### src/source/mips_isa_pkg.sv
// MIPS back end ISA package: operation enum, opcode and immediate widths

package mips_isa_pkg;

	// ======================================================================
	// instruction field widths
	// ======================================================================
	// opcode width after decode
	localparam int OP_W = 4;
	// immediate field of I-type instructions
	localparam int IMM_W = 16;

	// ======================================================================
	// decoded operations
	// ======================================================================
	typedef enum logic [OP_W-1:0] {
		OP_NOP  = 4'd0,
		// register to register
		OP_ADD  = 4'd1,
		OP_SUB  = 4'd2,
		OP_AND  = 4'd3,
		OP_OR   = 4'd4,
		OP_SLT  = 4'd5,
		// immediate and memory
		OP_ADDI = 4'd6,
		OP_LW   = 4'd7,
		OP_SW   = 4'd8,
		// control flow
		OP_BEQ  = 4'd9,
		OP_JR   = 4'd10
	} e_op;

endpackage

### src/source/mips_pipe_pkg.sv
// MIPS back end pipeline package: width constants and forwarding-select enum

package mips_pipe_pkg;

	// ======================================================================
	// datapath widths
	// ======================================================================
	// register index
	localparam int REG_AW = 5;
	// data and address
	localparam int DATA_W = 32;
	// registers in the file
	localparam int NUM_REGS = 1 << REG_AW;

	// ======================================================================
	// operand source for execute
	// ======================================================================
	typedef enum logic [1:0] {
		// value read from the register file
		FWD_REG = 2'd0,
		// result of the instruction in the memory stage
		FWD_MEM = 2'd1,
		// value held in the writeback register
		FWD_WB  = 2'd2
	} e_fwd;

endpackage

### src/source/data_ram.sv
// data RAM: word addressed, combinational read, write on rising edge

`timescale 1ns/100ps

module data_ram
	import mips_pipe_pkg::*;
#(
	parameter int RAM_DEPTH = 64
)
(
	input  logic                         i_clk,
	input  logic [$clog2(RAM_DEPTH)-1:0] i_addr,
	input  logic                         i_we,
	input  logic [DATA_W-1:0]            i_wdata,
	output logic [DATA_W-1:0]            o_rdata
);

	// word storage, contents undefined after reset
	logic [DATA_W-1:0] mem [RAM_DEPTH];

	// single write port
	always_ff @(posedge i_clk)
	begin
		if (i_we)
			mem[i_addr] <= i_wdata;
	end

	// read in the same cycle as the address
	assign o_rdata = mem[i_addr];

endmodule

### src/source/reg_file.sv
// register file: 32 x 32 bit, two combinational reads, one synchronous write

`timescale 1ns/100ps

module reg_file
	import mips_pipe_pkg::*;
(
	input  logic              i_clk,
	input  logic              i_reset,
	input  logic [REG_AW-1:0] i_rs_addr,
	input  logic [REG_AW-1:0] i_rt_addr,
	output logic [DATA_W-1:0] o_rs_data,
	output logic [DATA_W-1:0] o_rt_data,
	input  logic              i_we,
	input  logic [REG_AW-1:0] i_waddr,
	input  logic [DATA_W-1:0] i_wdata
);

	// storage
	logic [DATA_W-1:0] regs [NUM_REGS];

	// write port, whole file cleared on reset
	always_ff @(posedge i_clk)
	begin
		if (i_reset)
		begin
			for (int i = 0; i < NUM_REGS; i++)
				regs[i] <= '0;
		end
		else if (i_we && (i_waddr != '0))
		begin
			regs[i_waddr] <= i_wdata;
		end
	end

	// reads, register zero pinned to 0
	assign o_rs_data = (i_rs_addr == '0) ? '0 : regs[i_rs_addr];
	assign o_rt_data = (i_rt_addr == '0) ? '0 : regs[i_rt_addr];

	// execute clears regwrite for destination zero two cycles before this port
	a_no_write_r0: assert property (@(posedge i_clk) disable iff (i_reset)
		i_we |-> (i_waddr != '0));

endmodule

### src/source/ex_stage.sv
// execute stage: decode, operand forwarding, ALU, branch target, EX/MEM register

`timescale 1ns/100ps

module ex_stage
	import mips_isa_pkg::*;
	import mips_pipe_pkg::*;
(
	input  logic              i_clk,
	input  logic              i_reset,
	// issue
	input  logic              i_valid,
	input  e_op               i_op,
	input  logic [REG_AW-1:0] i_rs,
	input  logic [REG_AW-1:0] i_rt,
	input  logic [REG_AW-1:0] i_rd,
	input  logic [IMM_W-1:0]  i_imm,
	input  logic [DATA_W-1:0] i_pc_next,
	// register file read data
	input  logic [DATA_W-1:0] i_rs_data,
	input  logic [DATA_W-1:0] i_rt_data,
	// forwarding from memory stage and writeback register
	input  logic              i_mem_fwd_we,
	input  logic [REG_AW-1:0] i_mem_fwd_addr,
	input  logic [DATA_W-1:0] i_mem_fwd_data,
	input  logic              i_wb_fwd_we,
	input  logic [REG_AW-1:0] i_wb_fwd_addr,
	input  logic [DATA_W-1:0] i_wb_fwd_data,
	// EX/MEM register
	output logic              o_ex_valid,
	output logic              o_ex_memtoreg,
	output logic              o_ex_regwrite,
	output logic              o_ex_memwrite,
	output logic              o_ex_branch,
	output logic              o_ex_jumpreg,
	output logic              o_ex_zero,
	output logic [DATA_W-1:0] o_ex_alu,
	output logic [DATA_W-1:0] o_ex_store,
	output logic [DATA_W-1:0] o_ex_target,
	output logic [DATA_W-1:0] o_ex_rs,
	output logic [REG_AW-1:0] o_ex_dest
);

	e_fwd              rs_sel;
	e_fwd              rt_sel;
	logic [DATA_W-1:0] rs_val;
	logic [DATA_W-1:0] rt_val;
	logic [DATA_W-1:0] imm_ext;
	logic [DATA_W-1:0] op_b;
	logic [DATA_W-1:0] alu_res;
	logic [REG_AW-1:0] dest;
	logic              use_imm;
	logic              wr_rd;
	logic              wr_rt;
	logic              memtoreg;
	logic              memwrite;
	logic              branch;
	logic              jumpreg;
	logic              regwrite;

	// ======================================================================
	// forwarding
	// ======================================================================
	// youngest producer wins, register zero never forwarded
	function automatic e_fwd pick_src(input logic [REG_AW-1:0] addr);
		e_fwd sel;
		sel = FWD_REG;
		if (addr != '0)
		begin
			if (i_mem_fwd_we && (i_mem_fwd_addr == addr))
				sel = FWD_MEM;
			else if (i_wb_fwd_we && (i_wb_fwd_addr == addr))
				sel = FWD_WB;
		end
		return sel;
	endfunction

	function automatic logic [DATA_W-1:0] fwd_value(input e_fwd sel,
		input logic [DATA_W-1:0] reg_data);
		logic [DATA_W-1:0] val;
		case (sel)
			FWD_MEM: val = i_mem_fwd_data;
			FWD_WB:  val = i_wb_fwd_data;
			default: val = reg_data;
		endcase
		return val;
	endfunction

	always_comb
	begin
		rs_sel = pick_src(i_rs);
		rt_sel = pick_src(i_rt);
		rs_val = fwd_value(rs_sel, i_rs_data);
		rt_val = fwd_value(rt_sel, i_rt_data);
	end

	// ======================================================================
	// decode
	// ======================================================================
	always_comb
	begin
		memtoreg = 1'b0;
		memwrite = 1'b0;
		branch   = 1'b0;
		jumpreg  = 1'b0;
		wr_rd    = 1'b0;
		wr_rt    = 1'b0;
		use_imm  = 1'b0;
		case (i_op)
			OP_ADD, OP_SUB, OP_AND, OP_OR, OP_SLT:
				wr_rd = 1'b1;
			OP_ADDI:
			begin
				wr_rt   = 1'b1;
				use_imm = 1'b1;
			end
			OP_LW:
			begin
				wr_rt    = 1'b1;
				use_imm  = 1'b1;
				memtoreg = 1'b1;
			end
			OP_SW:
			begin
				use_imm  = 1'b1;
				memwrite = 1'b1;
			end
			OP_BEQ:
				branch = 1'b1;
			OP_JR:
				jumpreg = 1'b1;
			default: ;
		endcase
	end

	// rt for I-type writers, rd otherwise
	assign dest     = wr_rt ? i_rt : i_rd;
	assign regwrite = (wr_rd || wr_rt) && (dest != '0);

	// ======================================================================
	// ALU and branch target
	// ======================================================================
	assign imm_ext = {{(DATA_W-IMM_W){i_imm[IMM_W-1]}}, i_imm};
	assign op_b    = use_imm ? imm_ext : rt_val;

	always_comb
	begin
		case (i_op)
			// beq compares by subtraction
			OP_SUB, OP_BEQ: alu_res = rs_val - op_b;
			OP_AND:         alu_res = rs_val & op_b;
			OP_OR:          alu_res = rs_val | op_b;
			OP_SLT:         alu_res = {{(DATA_W-1){1'b0}}, $signed(rs_val) < $signed(op_b)};
			// add, addi and address generation
			default:        alu_res = rs_val + op_b;
		endcase
	end

	// ======================================================================
	// EX/MEM register
	// ======================================================================
	// control bits, qualified by issue valid
	always_ff @(posedge i_clk)
	begin
		if (i_reset)
		begin
			o_ex_valid    <= 1'b0;
			o_ex_memtoreg <= 1'b0;
			o_ex_regwrite <= 1'b0;
			o_ex_memwrite <= 1'b0;
			o_ex_branch   <= 1'b0;
			o_ex_jumpreg  <= 1'b0;
		end
		else
		begin
			o_ex_valid    <= i_valid;
			o_ex_memtoreg <= i_valid & memtoreg;
			o_ex_regwrite <= i_valid & regwrite;
			o_ex_memwrite <= i_valid & memwrite;
			o_ex_branch   <= i_valid & branch;
			o_ex_jumpreg  <= i_valid & jumpreg;
		end
	end

	// payload
	always_ff @(posedge i_clk)
	begin
		o_ex_zero   <= (alu_res == '0);
		o_ex_alu    <= alu_res;
		o_ex_store  <= rt_val;
		o_ex_target <= i_pc_next + (imm_ext << 2);
		o_ex_rs     <= rs_val;
		o_ex_dest   <= dest;
	end

	// front end must never issue an undecoded op
	a_op_known: assert property (@(posedge i_clk) disable iff (i_reset)
		i_valid |-> !$isunknown(i_op));

endmodule

### src/source/mem_stage.sv
// memory stage: PC source, jump register select, data access, MEM/WB register

`timescale 1ns/100ps

module mem_stage
	import mips_pipe_pkg::*;
#(
	parameter int RAM_DEPTH = 64
)
(
	input  logic              i_clk,
	input  logic              i_reset,
	// EX/MEM register
	input  logic              i_ex_valid,
	input  logic              i_ex_memtoreg,
	input  logic              i_ex_regwrite,
	input  logic              i_ex_memwrite,
	input  logic              i_ex_branch,
	input  logic              i_ex_jumpreg,
	input  logic              i_ex_zero,
	input  logic [DATA_W-1:0] i_ex_alu,
	input  logic [DATA_W-1:0] i_ex_store,
	input  logic [DATA_W-1:0] i_ex_target,
	input  logic [DATA_W-1:0] i_ex_rs,
	input  logic [REG_AW-1:0] i_ex_dest,
	// redirect to the front end
	output logic              o_pc_redirect,
	output logic [DATA_W-1:0] o_pc_target,
	// forwarding of this stage's result
	output logic              o_mem_fwd_we,
	output logic [REG_AW-1:0] o_mem_fwd_addr,
	output logic [DATA_W-1:0] o_mem_fwd_data,
	// writeback register
	output logic              o_wb_we,
	output logic [REG_AW-1:0] o_wb_addr,
	output logic [DATA_W-1:0] o_wb_data
);

	localparam int RAM_AW = $clog2(RAM_DEPTH);

	logic [RAM_AW-1:0] ram_addr;
	logic [DATA_W-1:0] ram_rdata;
	logic              ram_we;
	logic [DATA_W-1:0] mem_result;

	// ======================================================================
	// PC source
	// ======================================================================
	// taken beq or any jr
	assign o_pc_redirect = i_ex_valid & ((i_ex_branch & i_ex_zero) | i_ex_jumpreg);
	// jump register select
	assign o_pc_target   = i_ex_jumpreg ? i_ex_rs : i_ex_target;

	// ======================================================================
	// data access
	// ======================================================================
	// byte address to word index, wrapped to depth
	assign ram_addr = RAM_AW'((i_ex_alu >> 2) % RAM_DEPTH);
	assign ram_we   = i_ex_valid & i_ex_memwrite;

	data_ram #(
		.RAM_DEPTH (RAM_DEPTH)
	) data_ram_i (
		.i_clk   (i_clk),
		.i_addr  (ram_addr),
		.i_we    (ram_we),
		.i_wdata (i_ex_store),
		.o_rdata (ram_rdata)
	);

	// load data or ALU result
	assign mem_result = i_ex_memtoreg ? ram_rdata : i_ex_alu;

	assign o_mem_fwd_we   = i_ex_valid & i_ex_regwrite;
	assign o_mem_fwd_addr = i_ex_dest;
	assign o_mem_fwd_data = mem_result;

	// ======================================================================
	// MEM/WB register
	// ======================================================================
	always_ff @(posedge i_clk)
	begin
		if (i_reset)
			o_wb_we <= 1'b0;
		else
			o_wb_we <= i_ex_valid & i_ex_regwrite;
	end

	always_ff @(posedge i_clk)
	begin
		o_wb_addr <= i_ex_dest;
		o_wb_data <= mem_result;
	end

	// decode sets at most one control-flow bit per instruction
	a_one_flow: assert property (@(posedge i_clk) disable iff (i_reset)
		i_ex_valid |-> !(i_ex_branch && i_ex_jumpreg));

endmodule

### src/source/mips_backend.sv
// MIPS back end top: register file, execute stage and memory stage

`timescale 1ns/100ps

module mips_backend
	import mips_isa_pkg::*;
	import mips_pipe_pkg::*;
#(
	parameter int RAM_DEPTH = 64
)
(
	input  logic              i_clk,
	input  logic              i_reset,
	// decoded instruction from the front end
	input  logic              i_valid,
	input  e_op               i_op,
	input  logic [REG_AW-1:0] i_rs,
	input  logic [REG_AW-1:0] i_rt,
	input  logic [REG_AW-1:0] i_rd,
	input  logic [IMM_W-1:0]  i_imm,
	input  logic [DATA_W-1:0] i_pc_next,
	// redirect
	output logic              o_pc_redirect,
	output logic [DATA_W-1:0] o_pc_target,
	// writeback
	output logic              o_wb_we,
	output logic [REG_AW-1:0] o_wb_addr,
	output logic [DATA_W-1:0] o_wb_data
);

	// ======================================================================
	// interconnect
	// ======================================================================
	// register file reads
	logic [DATA_W-1:0] rs_data;
	logic [DATA_W-1:0] rt_data;
	// EX/MEM register
	logic              ex_valid;
	logic              ex_memtoreg;
	logic              ex_regwrite;
	logic              ex_memwrite;
	logic              ex_branch;
	logic              ex_jumpreg;
	logic              ex_zero;
	logic [DATA_W-1:0] ex_alu;
	logic [DATA_W-1:0] ex_store;
	logic [DATA_W-1:0] ex_target;
	logic [DATA_W-1:0] ex_rs;
	logic [REG_AW-1:0] ex_dest;
	// memory stage forwarding
	logic              mem_fwd_we;
	logic [REG_AW-1:0] mem_fwd_addr;
	logic [DATA_W-1:0] mem_fwd_data;

	// ======================================================================
	// instances
	// ======================================================================
	// write port fed from the writeback register
	reg_file reg_file_i (
		.i_clk     (i_clk),
		.i_reset   (i_reset),
		.i_rs_addr (i_rs),
		.i_rt_addr (i_rt),
		.o_rs_data (rs_data),
		.o_rt_data (rt_data),
		.i_we      (o_wb_we),
		.i_waddr   (o_wb_addr),
		.i_wdata   (o_wb_data)
	);

	ex_stage ex_stage_i (
		.i_clk          (i_clk),
		.i_reset        (i_reset),
		.i_valid        (i_valid),
		.i_op           (i_op),
		.i_rs           (i_rs),
		.i_rt           (i_rt),
		.i_rd           (i_rd),
		.i_imm          (i_imm),
		.i_pc_next      (i_pc_next),
		.i_rs_data      (rs_data),
		.i_rt_data      (rt_data),
		.i_mem_fwd_we   (mem_fwd_we),
		.i_mem_fwd_addr (mem_fwd_addr),
		.i_mem_fwd_data (mem_fwd_data),
		// writeback register doubles as the second forwarding source
		.i_wb_fwd_we    (o_wb_we),
		.i_wb_fwd_addr  (o_wb_addr),
		.i_wb_fwd_data  (o_wb_data),
		.o_ex_valid     (ex_valid),
		.o_ex_memtoreg  (ex_memtoreg),
		.o_ex_regwrite  (ex_regwrite),
		.o_ex_memwrite  (ex_memwrite),
		.o_ex_branch    (ex_branch),
		.o_ex_jumpreg   (ex_jumpreg),
		.o_ex_zero      (ex_zero),
		.o_ex_alu       (ex_alu),
		.o_ex_store     (ex_store),
		.o_ex_target    (ex_target),
		.o_ex_rs        (ex_rs),
		.o_ex_dest      (ex_dest)
	);

	mem_stage #(
		.RAM_DEPTH (RAM_DEPTH)
	) mem_stage_i (
		.i_clk          (i_clk),
		.i_reset        (i_reset),
		.i_ex_valid     (ex_valid),
		.i_ex_memtoreg  (ex_memtoreg),
		.i_ex_regwrite  (ex_regwrite),
		.i_ex_memwrite  (ex_memwrite),
		.i_ex_branch    (ex_branch),
		.i_ex_jumpreg   (ex_jumpreg),
		.i_ex_zero      (ex_zero),
		.i_ex_alu       (ex_alu),
		.i_ex_store     (ex_store),
		.i_ex_target    (ex_target),
		.i_ex_rs        (ex_rs),
		.i_ex_dest      (ex_dest),
		.o_pc_redirect  (o_pc_redirect),
		.o_pc_target    (o_pc_target),
		.o_mem_fwd_we   (mem_fwd_we),
		.o_mem_fwd_addr (mem_fwd_addr),
		.o_mem_fwd_data (mem_fwd_data),
		.o_wb_we        (o_wb_we),
		.o_wb_addr      (o_wb_addr),
		.o_wb_data      (o_wb_data)
	);

endmodule

### config.mk
export PLATFORM = sky130hd
export DESIGN_NAME = mips_backend
export DESIGN_NICKNAME = d
export VERILOG_FILES = /design/src/source/mips_isa_pkg.sv /design/src/source/mips_pipe_pkg.sv /design/src/source/data_ram.sv /design/src/source/reg_file.sv /design/src/source/ex_stage.sv /design/src/source/mem_stage.sv /design/src/source/mips_backend.sv
export SDC_FILE = /design/constraint.sdc
export NUM_CORES = 2
export LEC_CHECK = 0
export BUFFER_PORTS_ARGS = -buffer_cell sky130_fd_sc_hd__buf_2
export CAP_MARGIN = 20
export CORE_MARGIN = 4
export CORE_UTILIZATION = 26
export CTS_CLUSTER_SIZE = 8
export DETAILED_ROUTE_END_ITERATION = 8
export GPL_TIMING_DRIVEN = 0
export PLACE_DENSITY = 0.44
export SETUP_SLACK_MARGIN = 0.2
export SKIP_CTS_REPAIR_TIMING = 1
export SYNTH_ARGS = -nofsm -noshare
export SYNTH_HDL_FRONTEND = slang
export SYNTH_SLANG_ARGS = --single-unit
### constraint.sdc
create_clock -name i_clk -period 19.6 [get_ports i_clk]
set_clock_uncertainty 0.05 [all_clocks]
set_input_delay 0.98 -clock i_clk [delete_from_list [all_inputs] [get_ports i_clk]]
set_output_delay 0.98 -clock i_clk [all_outputs]
set_load 0.02 [all_outputs]
### Word level (Yosys, flattened, before mapping)

Memory sizes are Yosys's and may differ from the RTL's. A register that Yosys moved wholly into a read port is not among the register bits.
Cells that the tools add are included.

* flip-flop bits (word level): 178
* latch bits: 0
* memory bits (writable): 3072
* bits in read-only memories: 0
* bits of input ports: 70
* logic and storage cells: 102
* memories kept: 2

* add/subtract/negate cells: 3
* multiply operators: 0
* divide/modulo/power cells: 0
* magnitude comparators: 1
* equality and inequality tests: 18
* shifts and indexed selects: 0
* mux-type cells: 32
* bitwise gates (word level): 12
* reductions and logical operators: 19

Memory list
* mem_stage_i.data_ram_i.mem: depth 64, width 32, read ports 1, clocked after Yosys merged registers in 1, write ports 1, RTL line data_ram.sv:19 `logic [DATA_W-1:0] mem [RAM_DEPTH];`
* reg_file_i.regs: depth 32, width 32, read ports 2, clocked after Yosys merged registers in 0, write ports 32, RTL line reg_file.sv:20 `logic [DATA_W-1:0] regs [NUM_REGS];`

Operators with widths (count)
* $mux 32: 6
* $pmux 32 s2: 2
* $pmux 32 s4: 1
* $add 32x32->32: 2
* $and 32x32->32: 1
* $logic_not 32->1: 1
* $lt 32x32->1: 1
* $or 32x32->32: 1
* $reduce_or 32->1: 1
* $sub 32x32->32: 1
* $eq 5x5->1: 4
* $reduce_bool 5->1: 4
* $eq 4x3->1 const B: 4
* $mux 1: 15
* $eq 4x4->1 const B: 3
* $mux 2: 6
* $logic_not 5->1: 2
* $mux 5: 2
* $and 1x1->1: 9
* $eq 4x2->1 const B: 2
* $logic_and 1x1->1: 6
* $reduce_or 5->1: 1
* $eq 2x1->1 const B: 2
* $eq 2x2->1 const B: 2
* other kinds (5): 6

### Logic depth before layout (Yosys ltp)

* word-level depth: 11
* gate-level depth with buffers: 39
* gate-level depth less buffers: 30

### Hierarchy

From an unflattened synthesis, not the netlist that was laid out.

* cell total of the unflattened synthesis: 9315
* area, all modules: 145908.7 um^2

By module, submodules not included
* data_ram: instances 1, cells each 4207, area an instance 78287.6 um^2, seq. area each 61499.0 um^2
* reg_file: instances 1, cells each 3502, area an instance 54253.3 um^2, seq. area each 30749.5 um^2
* ex_stage: instances 1, cells each 1486, area an instance 11481.0 um^2, seq. area each 2802.7 um^2
* mem_stage: instances 1, cells each 120, area an instance 1886.8 um^2, seq. area each 760.7 um^2

### Worst setup path before layout

OpenSTA, ideal clock, no wires.

* path type: input-to-reg
* start: in i_rs[0]
* end: reg ex_stage_i.o_ex_zero
* library setup time: 61 ps
* data arrival time: 8703 ps
* path slack: 10786 ps
* cell stages on the path: 30
* cell sequence: buf_4 -> buf_6 -> buf_6 -> buf_6 -> buf_6 -> buf_6 -> buf_6 -> buf_1 -> buf_1 -> mux4_2 -> mux4_2 -> mux2i_1 -> o21ai_0 -> a21oi_1 -> inv_1 -> ha_1 -> fa_1 -> a32o_1 -> a211o_1 -> a32oi_1 -> o21ai_0 -> or2_2 -> a21oi_1 -> xor2_1 -> o32a_1 -> or4b_1 -> or4_1 -> or4_1 -> nor4_1 -> and4bb_1

* word-level cells in the longest chain between the ends: 10
* elaborated cells between the ends (all ways): 21

Ends and longest elaborated chain
* from (decl): RTL line mips_backend.sv:17 `input logic [REG_AW-1:0] i_rs,`
* $eq 5x5->1: RTL line ex_stage.sv:72 `else if (i_wb_fwd_we && (i_wb_fwd_addr == addr))`
* $logic_and 1x1->1: RTL line ex_stage.sv:72
* $mux 2: RTL line ex_stage.sv:72
* $mux 2: RTL line ex_stage.sv:70 `if (i_mem_fwd_we && (i_mem_fwd_addr == addr))`
* $mux 2: RTL line ex_stage.sv:68 `if (addr != '0)`
* $eq 2x2->1 / $eq 2x1->1 (equally long branches): RTL line ex_stage.sv:81 `case (sel)`
* $pmux 32 s2 *: RTL line ex_stage.sv:81
* named net ex_stage_i.rs_val[0]: RTL line ex_stage.sv:46 `logic [DATA_W-1:0] rs_val;`
* $add 32x32->32 / $sub 32x32->32 (equally long branches): RTL line ex_stage.sv:155, ex_stage.sv:150
* $pmux 32 s4 *: RTL line ex_stage.sv:148 `case (i_op)`
* named net ex_stage_i.alu_res[16]: RTL line ex_stage.sv:50 `logic [DATA_W-1:0] alu_res;`
* $logic_not 32->1 *: RTL line ex_stage.sv:188 `o_ex_zero <= (alu_res == '0);`
* to (signal assigned): RTL line ex_stage.sv:188
* to (decl): RTL line ex_stage.sv:36 `output logic o_ex_zero,`

The timed path passes the listed nets; every way through them passes the cells marked *.
A chain may end at the register's enable or synchronous reset.

### Worst setup path after layout

* start: reg ex_stage_i.o_ex_alu[4]
* end: reg ex_stage_i.o_ex_zero

* word-level cells in the longest chain between the ends: 6
* elaborated cells between the ends (all ways): 11

Ends and longest elaborated chain
* from (decl): RTL line ex_stage.sv:37 `output logic [DATA_W-1:0] o_ex_alu,`
* from (signal assigned): RTL line ex_stage.sv:189 `o_ex_alu <= alu_res;`
* $mux 32 *: RTL line mem_stage.sv:72 `assign mem_result = i_ex_memtoreg ? ram_rdata : i_ex_alu;`
* $pmux 32 s2: RTL line ex_stage.sv:81
* $mux 32: RTL line ex_stage.sv:144 `assign op_b = use_imm ? imm_ext : rt_val;`
* $add 32x32->32 / $sub 32x32->32 (equally long branches): RTL line ex_stage.sv:155, ex_stage.sv:150
* $pmux 32 s4 *: RTL line ex_stage.sv:148
* named net ex_stage_i.alu_res[6]: RTL line ex_stage.sv:50
* $logic_not 32->1 *: RTL line ex_stage.sv:188

Marked as above.

==> run summary <==
outcome = complete, no violations
Worst Path Required = 20.45 ns
actual slew at the worst max-slew pin = 1.43 ns
count of cell types in the netlist = 105
Synth Instances = 8925
grt total ovfl = 0
share of cells above drive strength 1 = 21.6%
CTS buffer count = 448
First DRT Iteration DRCs = 13.8k
Final Hold Violating Endpoints = 0
CP Max Fanout = 10
critical path's slowest cell = a222oi_1
DR vias = 96.3k
fin util = 31.4%
ys flop type = edfxtp_1
vias in the first global route = 94.5k
initial antenna violation count = 38
largest net degree at the start of global routing = 65
clk buf depth = 4
Reg clk slew, reported paths = 0.05 ns
relative slew slack = 4.53%
Routed Wire Length = 662000 µm
I/O Buffers = 133
final setup fails = 0
Clock Latency Late Sink = 1.02 ns
kind of critical path = flop to flop
GP Congestion = 0.880
Seq/Total Area, Yosys = 66.7%
commonest cells in the netlist = 3072 x edfxtp_1, 853 x and2_1, 711 x mux4_2, 453 x clkbuf_1, 371 x a22oi_1
Post-Syn Area per Cell = 16.1 µm²
pwr/cell area = 121 nW/µm²
Core ar. = 550000 µm²
Crit path largest cell delay = 1.03 ns
die height = 751 µm
number of max-cap violations = 0
First-pass DRT Iterations = 6
Synth Register Bits = 3250
DRC violations left = 0
Tot GR Track Use = 22.7%
YS warnings = 0
wire per inst = 38.1 µm
top cell type's share of synthesized area = 64.3%
first-pass GRT wire length = 873000 µm
htree depth = 5
most common cell in the netlist = edfxtp_1
Critical Path Sink Type = flop
Pins Over Slew Limit = 0
Post-synth EDFFs = 3072
async set-reset flop share out of synthesis = 0%
Initial Util = 26.1%
drt via density = 5.55
filler instances = 53.6k
Seq. cell area = 95900 µm²
Multi-input gate area = 44700 µm²
Final nets = 10.0k
Setup crit start kind = flop
Arr. time, crit path = 14.52 ns
Max Freq = 73.1 MHz
Final Critical Period = 13.67 ns
largest cells by area after synthesis = edfxtp_1 64%, mux4_2 11%, and2_1 3.7%
die width = 751 µm
Synth Cell Area = 144000 µm²
period utilization = 69.8%
total negative slack = 0 ns
static leakage = 57.0 nW
Peak VDD IR = 0.0832 mV
area grow syn2layout = 20.4%
Root Driver = clkbuf_16
Boundary Pins = 141
Core Rows = 272
CTS tree = done
largest area contributor in the netlist = edfxtp_1
clock sink count = 3250
Detail Route Antenna Nets = 0
die area = 564000 µm²
RSZ-0062 raised after global routing = no
placed wire-length estimate = 470000 µm
class of the worst hold path = input port to flop
==> cell families after synthesis <==
| logic type | after synthesis | synth area share, % |
|---|---|---|
| DFF | 3250 | 66.7 |
| muxes | 1007 | 13.3 |
| xor gates and xnor gates | 64 | 0.390 |
| buffers and inverters | 867 | 2.64 |
| AOI/OAI and AO/OA | 1582 | 8.18 |
| adders and majority gates | 103 | 0.913 |
| other | 1 | 0.00261 |
| and+or+nand+nor | 2051 | 7.82 |
==> final timing paths <==
path,startpoint,to,slack (ns),cells after the start
worst min register to register,ex_stage_i.o_ex_dest[2],mem_stage_i.o_wb_addr[2],0.37,0
worst max-delay path,ex_stage_i.o_ex_alu[4],ex_stage_i.o_ex_zero,5.93,36
worst max register to register,ex_stage_i.o_ex_alu[4],ex_stage_i.o_ex_zero,5.93,36
worst min-delay path,i_pc_next[0],ex_stage_i.o_ex_target[0],0.06,1
==> placed cells by master, fill, tap and decap left out, types with 100 or more instances in the layout <==
| cell | count |
|---|---|
| mux2i_1 | 185 |
| nor2_1 | 248 |
| buf_12 | 160 |
| mux2_2 | 108 |
| buf_2 | 229 |
| inv_1 | 143 |
| a21oi_1 | 227 |
| a22o_1 | 108 |
| nor3_1 | 207 |
| ha_1 | 100 |
| nand2_1 | 257 |
| and2_1 | 853 |
| o21ai_0 | 131 |
| clkbuf_1 | 587 |
| mux4_2 | 711 |
| clkbuf_16 | 454 |
| a221oi_1 | 225 |
| dfxtp_1 | 146 |
| a22oi_1 | 371 |
| edfxtp_1 | 3072 |
==> state kept, by name, summed over array words and instances, names as in the netlist <==
signal	flops
mem_stage_i.data_ram_i.mem	2048
mem_stage_i.o_wb_addr	5
mem_stage_i.o_wb_we	1
ex_stage_i.o_ex_regwrite	1
ex_stage_i.o_ex_dest	5
mem_stage_i.o_wb_data	32
ex_stage_i.o_ex_memwrite	1
ex_stage_i.o_ex_valid	1
ex_stage_i.o_ex_alu	32
ex_stage_i.o_ex_zero	1
ex_stage_i.o_ex_memtoreg	1
ex_stage_i.o_ex_jumpreg	1
ex_stage_i.o_ex_store	32
ex_stage_i.o_ex_rs	32
reg_file_i.regs	1024
ex_stage_i.o_ex_branch	1
ex_stage_i.o_ex_target	32
==> final cells by class <==
| cell class | instances | share of cell area, % |
|---|---|---|
| timing repair buffer | 466 | 4.03 |
| sequential | 3250 | 55.5 |
| multi-input combinational | 4839 | 25.9 |
| buffer | 720 | 1.90 |
| clock buffer | 607 | 6.92 |
| clock inverter | 27 | 0.204 |
| inverter | 147 | 0.319 |
| tap | 7261 | 5.26 |
| antenna | 28 | 0.0406 |
==> metal layers <==
| layer | share of wire, % | GRT usage [%] | vias up | routed length [µm] |
|---|---|---|---|---|
| met2 | 46 | 36.4 | 5921 | 306000 |
| met4 | 4.8 | 9.47 | 14 | 32100 |
| met5 | 0.022 | 0.0935 | - | 146 |
| met3 | 9.4 | 5.27 | 1222 | 62100 |
| met1 | 39 | 29.5 | 51500 | 261000 |
| li1 | - | - | 37700 | - |
==> critical path, delay by kind of cell, from the launching register on <==
family | cells | cell delay (ns)
compound gates | 12 | 3.85
simple gates | 10 | 3.76
flops | 1 | 0.48
fa+ha+maj | 2 | 0.87
buf+inv | 11 | 4.08
mux | 1 | 0.41
==> metrics by stage <==
stage	instance area (µm²)	total power, mW	hold slack [ns]	instances	worst slack, ns
after CTS	173000	20.8	-0.0635	17300	5.95
after global routing	173000	21.4	0.0189	17300	5.74
after detailed placement	160000	13.7	0.368	16700	5.59
final	173000	20.9	0.0613	17300	5.93
after floorplan	144000	10.8	0.324	8956	10.79
after global placement	153000	13.5	0.376	16400	4.04
==> power by group <==
group / internal [mW] / switching (mW)
Combinational: 1.63 / 3.88
Sequential: 7.89 / 0.307
Clock: 4.16 / 3.02
Total: 13.7 / 7.20
Note: power is estimated with default switching activity, not from simulation.
